**src/hw/io_pkg.sv**
```systemverilog
package io_pkg;

  typedef enum logic [1:0] {
    IO_IDLE  = 2'b00,
    IO_READ  = 2'b01,
    IO_WRITE = 2'b10
  } io_op_t;

  typedef struct packed {
    io_op_t      op;
    logic [31:0] addr;
    logic [31:0] wdata;
  } io_req_t;

  typedef struct packed {
    logic [31:0] addr;
    logic        valid;
  } axi_ar_t;

  typedef struct packed {
    logic [31:0] addr;
    logic        valid;
  } axi_aw_t;

  typedef struct packed {
    logic [31:0] data;
    logic [3:0]  strb;
    logic        valid;
  } axi_w_t;

  typedef struct packed {
    logic [31:0] data;
    logic [1:0]  resp;
    logic        valid;
  } axi_r_t;

  typedef struct packed {
    logic [1:0] resp;
    logic       valid;
  } axi_b_t;

  // Master to slave
  typedef struct packed {
    axi_ar_t ar;
    axi_aw_t aw;
    axi_w_t  w;
    logic    rready;
    logic    bready;
  } axi_m2s_t;

  // Slave to master
  typedef struct packed {
    logic   arready;
    logic   awready;
    logic   wready;
    axi_r_t r;
    axi_b_t b;
  } axi_s2m_t;

  localparam logic [19:0] SYS_BASE      = 20'hF0000;  // addr[31:12] of system controller
  localparam logic [1:0]  AXI_RESP_OKAY = 2'b00;

endpackage

```
**src/hw/sysctrl_pkg.sv**
```systemverilog
package sysctrl_pkg;

  localparam int IRQ_W       = 7;  // External interrupt lines
  localparam int SYNC_STAGES = 3;

  typedef logic [4:0] reg_addr_t;

  // Register offsets within the system controller window
  localparam reg_addr_t REG_IRQ     = 5'h00;
  localparam reg_addr_t REG_ENABLE  = 5'h08;
  localparam reg_addr_t REG_MTIME_L = 5'h10;
  localparam reg_addr_t REG_MTIME_H = 5'h14;
  localparam reg_addr_t REG_CMP_L   = 5'h18;
  localparam reg_addr_t REG_CMP_H   = 5'h1C;

  localparam int MTIME_DIV = 16;                  // Clocks per mtime tick
  localparam int DIV_W     = $clog2(MTIME_DIV);

endpackage

```
**src/hw/axi_lite_master.sv**
```systemverilog
`timescale 1ns/10ps

module axi_lite_master import io_pkg::*; (
  input  logic        clk,
  input  logic        rst_n,
  input  io_req_t     req,
  output logic        stall,
  output logic [31:0] rdata,
  output logic        rdata_valid,
  output axi_m2s_t    axi_out,
  input  axi_s2m_t    axi_in
);

  typedef enum logic [1:0] {
    S_IDLE,
    S_READ,
    S_WRITE
  } state_e;

  state_e      state_q;
  logic        ar_pend, r_pend;            // Channel still waiting for its handshake
  logic        aw_pend, w_pend, b_pend;
  logic        b_err_q;
  logic [31:0] addr_q;
  logic [31:0] wdata_q;
  logic        ar_fire, r_fire, aw_fire, w_fire, b_fire;
  logic        rd_done, wr_done, b_err;

  assign ar_fire = ar_pend & axi_in.arready;
  assign r_fire  = r_pend & axi_in.r.valid;
  assign aw_fire = aw_pend & axi_in.awready;
  assign w_fire  = w_pend & axi_in.wready;
  assign b_fire  = b_pend & axi_in.b.valid;

  assign rd_done = (state_q == S_READ) && (!ar_pend || ar_fire) && (!r_pend || r_fire);
  assign wr_done = (state_q == S_WRITE) && (!aw_pend || aw_fire) && (!w_pend || w_fire)
                   && (!b_pend || b_fire);
  assign b_err   = b_fire ? (axi_in.b.resp != AXI_RESP_OKAY) : b_err_q;

  // A failed write keeps the requester stalled and restarts from idle
  assign stall = ((state_q == S_IDLE) && (req.op != IO_IDLE))
              || ((state_q == S_READ) && !rd_done)
              || ((state_q == S_WRITE) && (!wr_done || b_err));

  always_ff @(posedge clk or negedge rst_n) begin
    if (!rst_n) begin
      state_q <= S_IDLE;
      ar_pend <= 1'b0;
      r_pend  <= 1'b0;
      aw_pend <= 1'b0;
      w_pend  <= 1'b0;
      b_pend  <= 1'b0;
      b_err_q <= 1'b0;
    end else begin
      case (state_q)
        S_IDLE: begin
          b_err_q <= 1'b0;
          if (req.op == IO_READ) begin
            ar_pend <= 1'b1;
            r_pend  <= 1'b1;
            state_q <= S_READ;
          end else if (req.op == IO_WRITE) begin
            aw_pend <= 1'b1;
            w_pend  <= 1'b1;
            b_pend  <= 1'b1;
            state_q <= S_WRITE;
          end
        end
        S_READ: begin
          if (ar_fire) ar_pend <= 1'b0;
          if (r_fire)  r_pend  <= 1'b0;
          if (rd_done) state_q <= S_IDLE;
        end
        S_WRITE: begin
          if (aw_fire) aw_pend <= 1'b0;
          if (w_fire)  w_pend  <= 1'b0;
          if (b_fire) begin
            b_pend  <= 1'b0;
            b_err_q <= (axi_in.b.resp != AXI_RESP_OKAY);
          end
          if (wr_done) state_q <= S_IDLE;
        end
        default: state_q <= S_IDLE;
      endcase
    end
  end

  // Payload captured at start, held until the transfer ends
  always_ff @(posedge clk) begin
    if (state_q == S_IDLE && req.op != IO_IDLE) begin
      addr_q  <= req.addr;
      wdata_q <= req.wdata;
    end
  end

  always_comb begin
    axi_out.ar.addr  = addr_q;
    axi_out.ar.valid = ar_pend;
    axi_out.aw.addr  = addr_q;
    axi_out.aw.valid = aw_pend;
    axi_out.w.data   = wdata_q;
    axi_out.w.strb   = 4'hF;      // Full word only
    axi_out.w.valid  = w_pend;
    axi_out.rready   = r_pend;
    axi_out.bready   = b_pend;
  end

  assign rdata       = axi_in.r.data;
  assign rdata_valid = r_fire;

  ar_hold: assert property (@(posedge clk) disable iff (!rst_n)
    axi_out.ar.valid && !axi_in.arready |=> axi_out.ar.valid && $stable(axi_out.ar.addr));

  aw_hold: assert property (@(posedge clk) disable iff (!rst_n)
    axi_out.aw.valid && !axi_in.awready |=> axi_out.aw.valid && $stable(axi_out.aw.addr));

endmodule

```
**src/hw/io_bridge.sv**
```systemverilog
`timescale 1ns/10ps

module io_bridge import io_pkg::*, sysctrl_pkg::*; (
  input  logic             clk,
  input  logic             rst_n,
  input  io_req_t          req,
  output logic             stall,
  output logic [31:0]      rdata,
  output logic             rdata_valid,
  input  logic [IRQ_W-1:0] intr,
  output logic             mtip,
  output logic             meip,
  output axi_m2s_t         axi_out,
  input  axi_s2m_t         axi_in
);

  logic        is_sys;
  io_req_t     sys_req;
  io_req_t     axi_req;
  logic [31:0] sys_rdata;
  logic [31:0] axi_rdata;
  logic        axi_rdata_valid;
  logic        sys_rd;
  logic [31:0] rdata_q;
  logic        rdata_valid_q;

  assign is_sys = (req.addr[31:12] == SYS_BASE);

  // Exactly one target sees a live op
  always_comb begin
    sys_req = req;
    axi_req = req;
    if (is_sys) axi_req.op = IO_IDLE;
    else        sys_req.op = IO_IDLE;
  end

  assign sys_rd = (sys_req.op == IO_READ);  // Accepted in the cycle it appears

  sysctrl u_sys (
    .clk   (clk),
    .rst_n (rst_n),
    .req   (sys_req),
    .rdata (sys_rdata),
    .intr  (intr),
    .mtip  (mtip),
    .meip  (meip)
  );

  axi_lite_master u_axi (
    .clk         (clk),
    .rst_n       (rst_n),
    .req         (axi_req),
    .stall       (stall),         // System controller never stalls
    .rdata       (axi_rdata),
    .rdata_valid (axi_rdata_valid),
    .axi_out     (axi_out),
    .axi_in      (axi_in)
  );

  always_ff @(posedge clk or negedge rst_n) begin
    if (!rst_n) rdata_valid_q <= 1'b0;
    else        rdata_valid_q <= sys_rd | axi_rdata_valid;
  end

  always_ff @(posedge clk) begin
    if (sys_rd || axi_rdata_valid) begin
      rdata_q <= sys_rd ? sys_rdata : axi_rdata;  // Held until the next read
    end
  end

  assign rdata       = rdata_q;
  assign rdata_valid = rdata_valid_q;

  no_idle_stall: assert property (@(posedge clk) disable iff (!rst_n)
    req.op == IO_IDLE |-> !stall);

endmodule

```
**src/hw/irq_ctrl.sv**
```systemverilog
`timescale 1ns/10ps

module irq_ctrl import sysctrl_pkg::*; (
  input  logic             clk,
  input  logic             rst_n,
  input  logic [IRQ_W-1:0] intr,
  input  logic             enable_we,
  input  logic             clear_we,
  input  logic [31:0]      wdata,
  output logic [IRQ_W-1:0] detected,
  output logic [IRQ_W-1:0] enable,
  output logic             meip
);

  logic [SYNC_STAGES-1:0][IRQ_W-1:0] sync_q;
  logic [IRQ_W-1:0] synced;
  logic [IRQ_W-1:0] prev_q;    // Synced value one clock earlier
  logic [IRQ_W-1:0] rise;
  logic [IRQ_W-1:0] clear_mask;
  logic [IRQ_W-1:0] pending_q;
  logic [IRQ_W-1:0] enable_q;

  assign synced     = sync_q[SYNC_STAGES-1];
  assign rise       = synced & ~prev_q;
  assign clear_mask = clear_we ? wdata[IRQ_W-1:0] : '0;

  always_ff @(posedge clk or negedge rst_n) begin
    if (!rst_n) begin
      sync_q <= '0;
      prev_q <= '0;
    end else begin
      sync_q <= {sync_q[SYNC_STAGES-2:0], intr};  // Shift toward the last stage
      prev_q <= synced;
    end
  end

  // A new edge wins over a clear in the same cycle
  always_ff @(posedge clk or negedge rst_n) begin
    if (!rst_n) begin
      pending_q <= '0;
      enable_q  <= '0;
    end else begin
      pending_q <= (pending_q & ~clear_mask) | rise;
      if (enable_we) begin
        enable_q <= wdata[IRQ_W-1:0];
      end
    end
  end

  assign detected = pending_q & enable_q;
  assign enable   = enable_q;
  assign meip     = |detected;  // Level, stays up until cleared

endmodule

```
**src/hw/mtimer.sv**
```systemverilog
`timescale 1ns/10ps

module mtimer import sysctrl_pkg::*; (
  input  logic        clk,
  input  logic        rst_n,
  input  logic        cmp_l_we,
  input  logic        cmp_h_we,
  input  logic [31:0] wdata,
  output logic [63:0] mtime,
  output logic [63:0] mtimecmp,
  output logic        mtip
);

  logic [DIV_W-1:0] div_q;
  logic             tick;
  logic [63:0]      mtime_q;
  logic [63:0]      cmp_q;

  assign tick = (div_q == DIV_W'(MTIME_DIV - 1));

  always_ff @(posedge clk or negedge rst_n) begin
    if (!rst_n) begin
      div_q   <= '0;
      mtime_q <= '0;
    end else begin
      div_q <= tick ? '0 : div_q + 1'b1;
      if (tick) begin
        mtime_q <= mtime_q + 64'd1;
      end
    end
  end

  // Compare register is written one half at a time
  always_ff @(posedge clk or negedge rst_n) begin
    if (!rst_n) begin
      cmp_q <= '0;
    end else begin
      if (cmp_l_we) cmp_q[31:0]  <= wdata;
      if (cmp_h_we) cmp_q[63:32] <= wdata;
    end
  end

  assign mtime    = mtime_q;
  assign mtimecmp = cmp_q;
  assign mtip     = (mtime_q >= cmp_q);  // High out of reset, both are zero

endmodule

```
**src/hw/sysctrl.sv**
```systemverilog
`timescale 1ns/10ps

module sysctrl import io_pkg::*, sysctrl_pkg::*; (
  input  logic             clk,
  input  logic             rst_n,
  input  io_req_t          req,
  output logic [31:0]      rdata,
  input  logic [IRQ_W-1:0] intr,
  output logic             mtip,
  output logic             meip
);

  reg_addr_t        offset;
  logic             is_wr;
  logic [IRQ_W-1:0] detected;
  logic [IRQ_W-1:0] enable;
  logic [63:0]      mtime;
  logic [63:0]      mtimecmp;

  assign offset = reg_addr_t'(req.addr[4:0]);
  assign is_wr  = (req.op == IO_WRITE);

  // Writes to the mtime offsets fall through, mtime is read only
  irq_ctrl u_irq (
    .clk       (clk),
    .rst_n     (rst_n),
    .intr      (intr),
    .enable_we (is_wr && offset == REG_ENABLE),
    .clear_we  (is_wr && offset == REG_IRQ),    // Write 1 to clear
    .wdata     (req.wdata),
    .detected  (detected),
    .enable    (enable),
    .meip      (meip)
  );

  mtimer u_timer (
    .clk      (clk),
    .rst_n    (rst_n),
    .cmp_l_we (is_wr && offset == REG_CMP_L),
    .cmp_h_we (is_wr && offset == REG_CMP_H),
    .wdata    (req.wdata),
    .mtime    (mtime),
    .mtimecmp (mtimecmp),
    .mtip     (mtip)
  );

  always_comb begin
    rdata = '0;
    if (req.op == IO_READ) begin
      case (offset)
        REG_IRQ:     rdata = 32'(detected);
        REG_ENABLE:  rdata = 32'(enable);
        REG_MTIME_L: rdata = mtime[31:0];
        REG_MTIME_H: rdata = mtime[63:32];
        REG_CMP_L:   rdata = mtimecmp[31:0];
        REG_CMP_H:   rdata = mtimecmp[63:32];
        default:     rdata = '0;
      endcase
    end
  end

endmodule

```
**config.mk**
```make
export PLATFORM = sky130hd
export DESIGN_NAME = io_bridge
export DESIGN_NICKNAME = d
export VERILOG_FILES = /design/src/hw/io_pkg.sv /design/src/hw/sysctrl_pkg.sv /design/src/hw/axi_lite_master.sv /design/src/hw/io_bridge.sv /design/src/hw/irq_ctrl.sv /design/src/hw/mtimer.sv /design/src/hw/sysctrl.sv
export SDC_FILE = /design/constraint.sdc
export NUM_CORES = 1
export LEC_CHECK = 0
export ABC_AREA = 1
export BUFFER_PORTS_ARGS = -buffer_cell sky130_fd_sc_hd__buf_2
export CAP_MARGIN = 20
export CORE_MARGIN = 1.5
export CORE_UTILIZATION = 58
export CTS_BUF_LIST = sky130_fd_sc_hd__clkbuf_8
export DETAILED_ROUTE_END_ITERATION = 8
export PLACE_DENSITY = 0.82
export SETUP_SLACK_MARGIN = 0.5
export SYNTH_ARGS = -nofsm -noshare
export SYNTH_HDL_FRONTEND = slang
export SYNTH_SLANG_ARGS = --single-unit
```
**constraint.sdc**
```tcl
create_clock -name clk -period 6 [get_ports clk]
set_input_delay 0.9 -clock clk [delete_from_list [all_inputs] [get_ports clk]]
set_output_delay 0.9 -clock clk [all_outputs]
set_load 0.02 [all_outputs]
```
==> results <==
- The run finished with clean final reports.
- The die area is 25870 um^2.
- The fmax is 0.2736 GHz.
- In this run the critical register-to-register path is captured at u_sys.u_timer.mtime[57].
- The top-level port count is 257.
- From left edge to right edge, the die measures 160.8 um.
- The count of final max-slew check failures was 0.
- The area of the core is 24390 um^2.
- Counting both buffers and inverters, the worst setup path holds a total of 2.
- Traced cell by cell, the critical path runs through inv_1 -> ha_1 -> nand2_1 -> nor2_1 -> nand2_1 -> nor3_1 -> nand2_1 -> nor3_1 -> nand2_1 -> nand2_1 -> buf_2.
- The kind of launch point of the worst setup path is a flop.
- On the worst path, the slowest cell contributes a delay of 0.43 ns.
- The cell chosen for the clock root is sky130_fd_sc_hd__clkbuf_8.
- Setup repair after global routing left no endpoint under its margin.
- The number of enable flip-flop cells after synthesis is 96.
- The worst reg2reg path startpoint is u_sys.u_timer.div_q[0].
- For this run, design rule violations remaining after detail routing come to 0.
- Of the total power, the share spent switching nets is 29.46%.
- The number of failing hold endpoints at the final stage is 0.
- In this run the most critical hold path is launched from u_sys.u_irq.sync_q[3].
- The number of instances on the worst hold path is 0.
- The number of instances resized during post-cts repair is 0.
- Among all flip-flop cells after synthesis, the most frequent one is sky130_fd_sc_hd__dfrtp_1.
- Setup slack on the worst reg-to-reg path comes out at 3.24 ns.
- In this run the power density over the cells is 301.8 nW/um^2.
- The routed wirelength normalized by instance count is 18.08 um.
- In this run the core area contains 57 standard-cell rows.
- The first global-routing pass estimated 62.83 mm of wire.
- The worst min-delay path category is reg -> reg.
- The sequential share of power is 45.7%.
- The total overflow left after global routing is 0.
- The total of endpoints with negative setup slack in the final report is 0.
- The maximum net fanout on the critical path is 3.
- The kind of critical path is reg -> out.
- Counting every sink on the clock net gives 279.
- Internal power comes to 3.580 mW.
- The TritonCTS clock tree is done.
- The net count of the finished layout is 2089.
- The share of the clock period used by the worst path is 60.92%.
- The final non-filler cell total is 2266.
- The CTS buffer count is 45.
- Entering global routing, the biggest net connects 99 pins.
- The H-tree was split into 2 levels.
- The number of hold buffers added after CTS is 0.
- The mean area per synthesized cell is 8.653 um^2.
- The count of cells along the worst register-to-register path is 12.
- The transition time of the tightest slew-check pin is 0.8847 ns.
- Synthesis instantiated 42 different standard cells from the library.
- The post-CTS clock slew at the launch and capture registers of the worst setup and hold paths is 0.06 ns.
- The global-route usage over all layers is 31.88%.
- The setup total negative slack is 0 ns.
- At the worst endpoint, the required time is 5.10 ns.
- The remaining max-slew budget at the tightest pin is 41.02%.
- The final antenna-violating net count is 0.
- Data arrives at the worst endpoint at 2.75 ns.
- Counting along the longest clock path gives a buffer depth of 3.
- The worst ir drop on vdd is 0.2723 mV.
- The final worst hold slack is 0.3476 ns.
- Summed over all cells, the static leakage comes to 7.910 nW.
- STA classifies the critical path endpoint as a primary output.
- The cell occurring most often along the worst timing path is sky130_fd_sc_hd__nand2_1.
- After synthesis, the share of flip-flops with an asynchronous set or reset is 65.59%.
- The number of placed cells counting well taps is 2181.
- Port buffering added 250 buffers.
- The filler cells instantiated in the layout total 2020.
- The post-route clock skew is 0.03742 ns.
- The share of total power in combinational logic is 17.5%.
- Using the TritonRoute via totals, the vias-per-cell ratio works out to 5.432.
- The number of global-route vias before repair is 11720.
- The die height is 160.8 um.
- The first detailed-routing pass took 6 iterations.
- For the worst-skew pair, the clock arrives at the later sink with an insertion delay of 0.57 ns.
- The initial utilization of the core area, before any placement, comes to 59.24%.
- The sequential element share of the synthesized area is 51.64%.
- The path with the worst hold slack has its endpoint at u_sys.u_irq.sync_q[10].
- The post-detailed-routing wire length is 40.97 mm.
- The area growth from synthesis to layout is 16.41%.
- After synthesis the netlist holds a flip-flop and latch count of 279.
- The number of DRC markers in iteration 0 is 1052.
- The net load switching power is 1.496 mW.
- During synthesis, Yosys emitted a total of 0 warnings.
- Synthesis handed over a netlist of 1670 instances.
- Grouping stages by cell kind, the critical path spends the most delay in simple AND/OR/NAND/NOR gates.
- Summed over all nets, the half-perimeter wirelength after detailed placement is 31.19 mm.
- The post-synthesis instance area is 14450 um^2.
- Once the clock tree was built, the setup fixing pass inserted 0 buffers.
- The number of antenna violations at the first check in global routing was 1.
- The fraction of power consumed by the clock network is 36.8%.
- The number of max-cap violations is 0.
- The congestion estimate from routability-driven global placement came to 0.9304.
- The critical-path cell with the highest stage delay is sky130_fd_sc_hd__nor3_1.
- The worst path in the final design needs a cycle of 3.655 ns, including I/O delays and setup.
- The post-route netlist has 19.68% of its cells at a drive strength greater than 1.
- The routed via count is 12310.
==> synthesized netlist by cell type, types with 7 or more instances <==
cell,instances,area [um^2]
sky130_fd_sc_hd__nand2_1,442,1659
sky130_fd_sc_hd__inv_1,205,769.5
sky130_fd_sc_hd__dfrtp_1,183,4579
sky130_fd_sc_hd__nor2_1,172,645.6
sky130_fd_sc_hd__o21ai_0,157,785.8
sky130_fd_sc_hd__edfxtp_1,96,2883
sky130_fd_sc_hd__ha_1,69,863.3
sky130_fd_sc_hd__a21oi_1,49,245.2
sky130_fd_sc_hd__buf_4,42,315.3
sky130_fd_sc_hd__nand3_1,42,210.2
sky130_fd_sc_hd__xor2_1,39,341.6
sky130_fd_sc_hd__o22ai_1,28,175.2
sky130_fd_sc_hd__clkbuf_1,26,97.59
sky130_fd_sc_hd__nor3_1,19,95.09
sky130_fd_sc_hd__nand2_2,13,81.33
sky130_fd_sc_hd__nor2_4,12,135.1
sky130_fd_sc_hd__nor2_2,10,62.56
sky130_fd_sc_hd__nand4_1,9,56.30
sky130_fd_sc_hd__xnor2_1,7,61.31
==> per-layer routing <==
metal  track usage [%]  share of wire, %  up-vias
li1                  -                 -     5830
met1             43.65                42     5784
met2             50.65                45      600
met3             6.379               9.4       94
met4             11.62               3.4        0
met5                 0                 0        -
==> sequential cells by signal, indices dropped and copies added, names as in the netlist, 14 cells and up <==
register / cells
u_sys.u_timer.mtime: 64
u_sys.u_timer.mtimecmp: 64
rdata: 32
u_axi.addr_q: 32
u_axi.wdata_q: 32
u_sys.u_irq.sync_q: 14
==> power by group through the flow <==
stage | logic (mW) | registers (mW) | clock network, mW
final | 0.886 | 2.32 | 1.87
after global routing | 0.949 | 2.34 | 1.98
after CTS | 0.896 | 2.32 | 1.90
after detailed placement | 0.894 | 2.36 | 0
after global placement | 0.874 | 2.35 | 0
after floorplan | 0.399 | 2.59 | 0
==> worst reg2reg max path: cells and delay by family, from the launching register on <==
kind	cells	cell delay, ns
buf+inv	1	0.61
fa+ha+maj	1	0.22
flops	1	0.37
simple gates	10	1.45
==> kinds of logic (layout without fill, tap and decap cells) <==
group	count (synthesis)	after routing	synth area share (%)
AO/OA/AOI/OAI	251	251	9.187
XOR/XNOR	46	46	2.788
adder cells (fa/ha/maj)	69	69	5.975
buffers and inverters	284	552	8.563
flip-flops	279	279	51.64
other	1	5	0.02595
AND/OR/NAND/NOR	740	740	21.82
==> stage by stage <==
step	setup slack [ns]	power, mW	area, um^2	util [%]
finish	2.345	5.076	16820	68.96
CTS	2.354	5.115	16820	68.95
detailed placement	2.729	3.251	15770	64.66
global route	2.167	5.266	16820	68.96
floorplan	0.5475	2.987	14460	-
global placement	2.744	3.224	15750	64.58
==> worst max-delay path by stage <==
| stage | start | to | slack, ns | depth (start not counted) |
|---|---|---|---|---|
| CTS | u_sys.u_timer.mtime[62] | mtip | 2.35 | 10 |
| global route | u_sys.u_timer.mtime[62] | mtip | 2.17 | 10 |
| global placement | req[33] | rdata[11] | 2.74 | 8 |
| floorplan | req[59] | stall | 0.55 | 8 |
| detailed placement | req[33] | rdata[11] | 2.73 | 8 |
| finish | u_sys.u_timer.mtimecmp[63] | mtip | 2.35 | 11 |
==> final cells by class <==
| class | count | area, um^2 | share of cell area [%] |
|---|---|---|---|
| diodes | 1 | 2.502 | 0.01488 |
| inverters | 209 | 784.5 | 4.664 |
| clock inverters | 29 | 290.3 | 1.726 |
| clock buffers | 55 | 757.0 | 4.500 |
| well taps | 324 | 405.4 | 2.410 |
| repair buffers | 259 | 1350 | 8.026 |
| flip-flops and latches | 279 | 7462 | 44.36 |
| multi-input cells | 1110 | 5769 | 34.30 |
==> cell usage in the layout, fill, tap and decap left out, types with 9 or more instances in the layout <==
master and n:
sky130_fd_sc_hd__nor2_2 10, sky130_fd_sc_hd__nor3_1 19, sky130_fd_sc_hd__dfrtp_1 183, sky130_fd_sc_hd__edfxtp_1 96, sky130_fd_sc_hd__inv_1 216, sky130_fd_sc_hd__nand2_2 13, sky130_fd_sc_hd__ha_1 69, sky130_fd_sc_hd__nand2_1 442
sky130_fd_sc_hd__clkbuf_8 55, sky130_fd_sc_hd__o21ai_0 157, sky130_fd_sc_hd__nand3_1 42, sky130_fd_sc_hd__o22ai_1 28, sky130_fd_sc_hd__nand4_1 9, sky130_fd_sc_hd__a21oi_1 49, sky130_fd_sc_hd__buf_2 249, sky130_fd_sc_hd__nor2_1 171
sky130_fd_sc_hd__xor2_1 39, sky130_fd_sc_hd__nor2_4 13
Note: power is estimated with default switching activity, not from simulation.
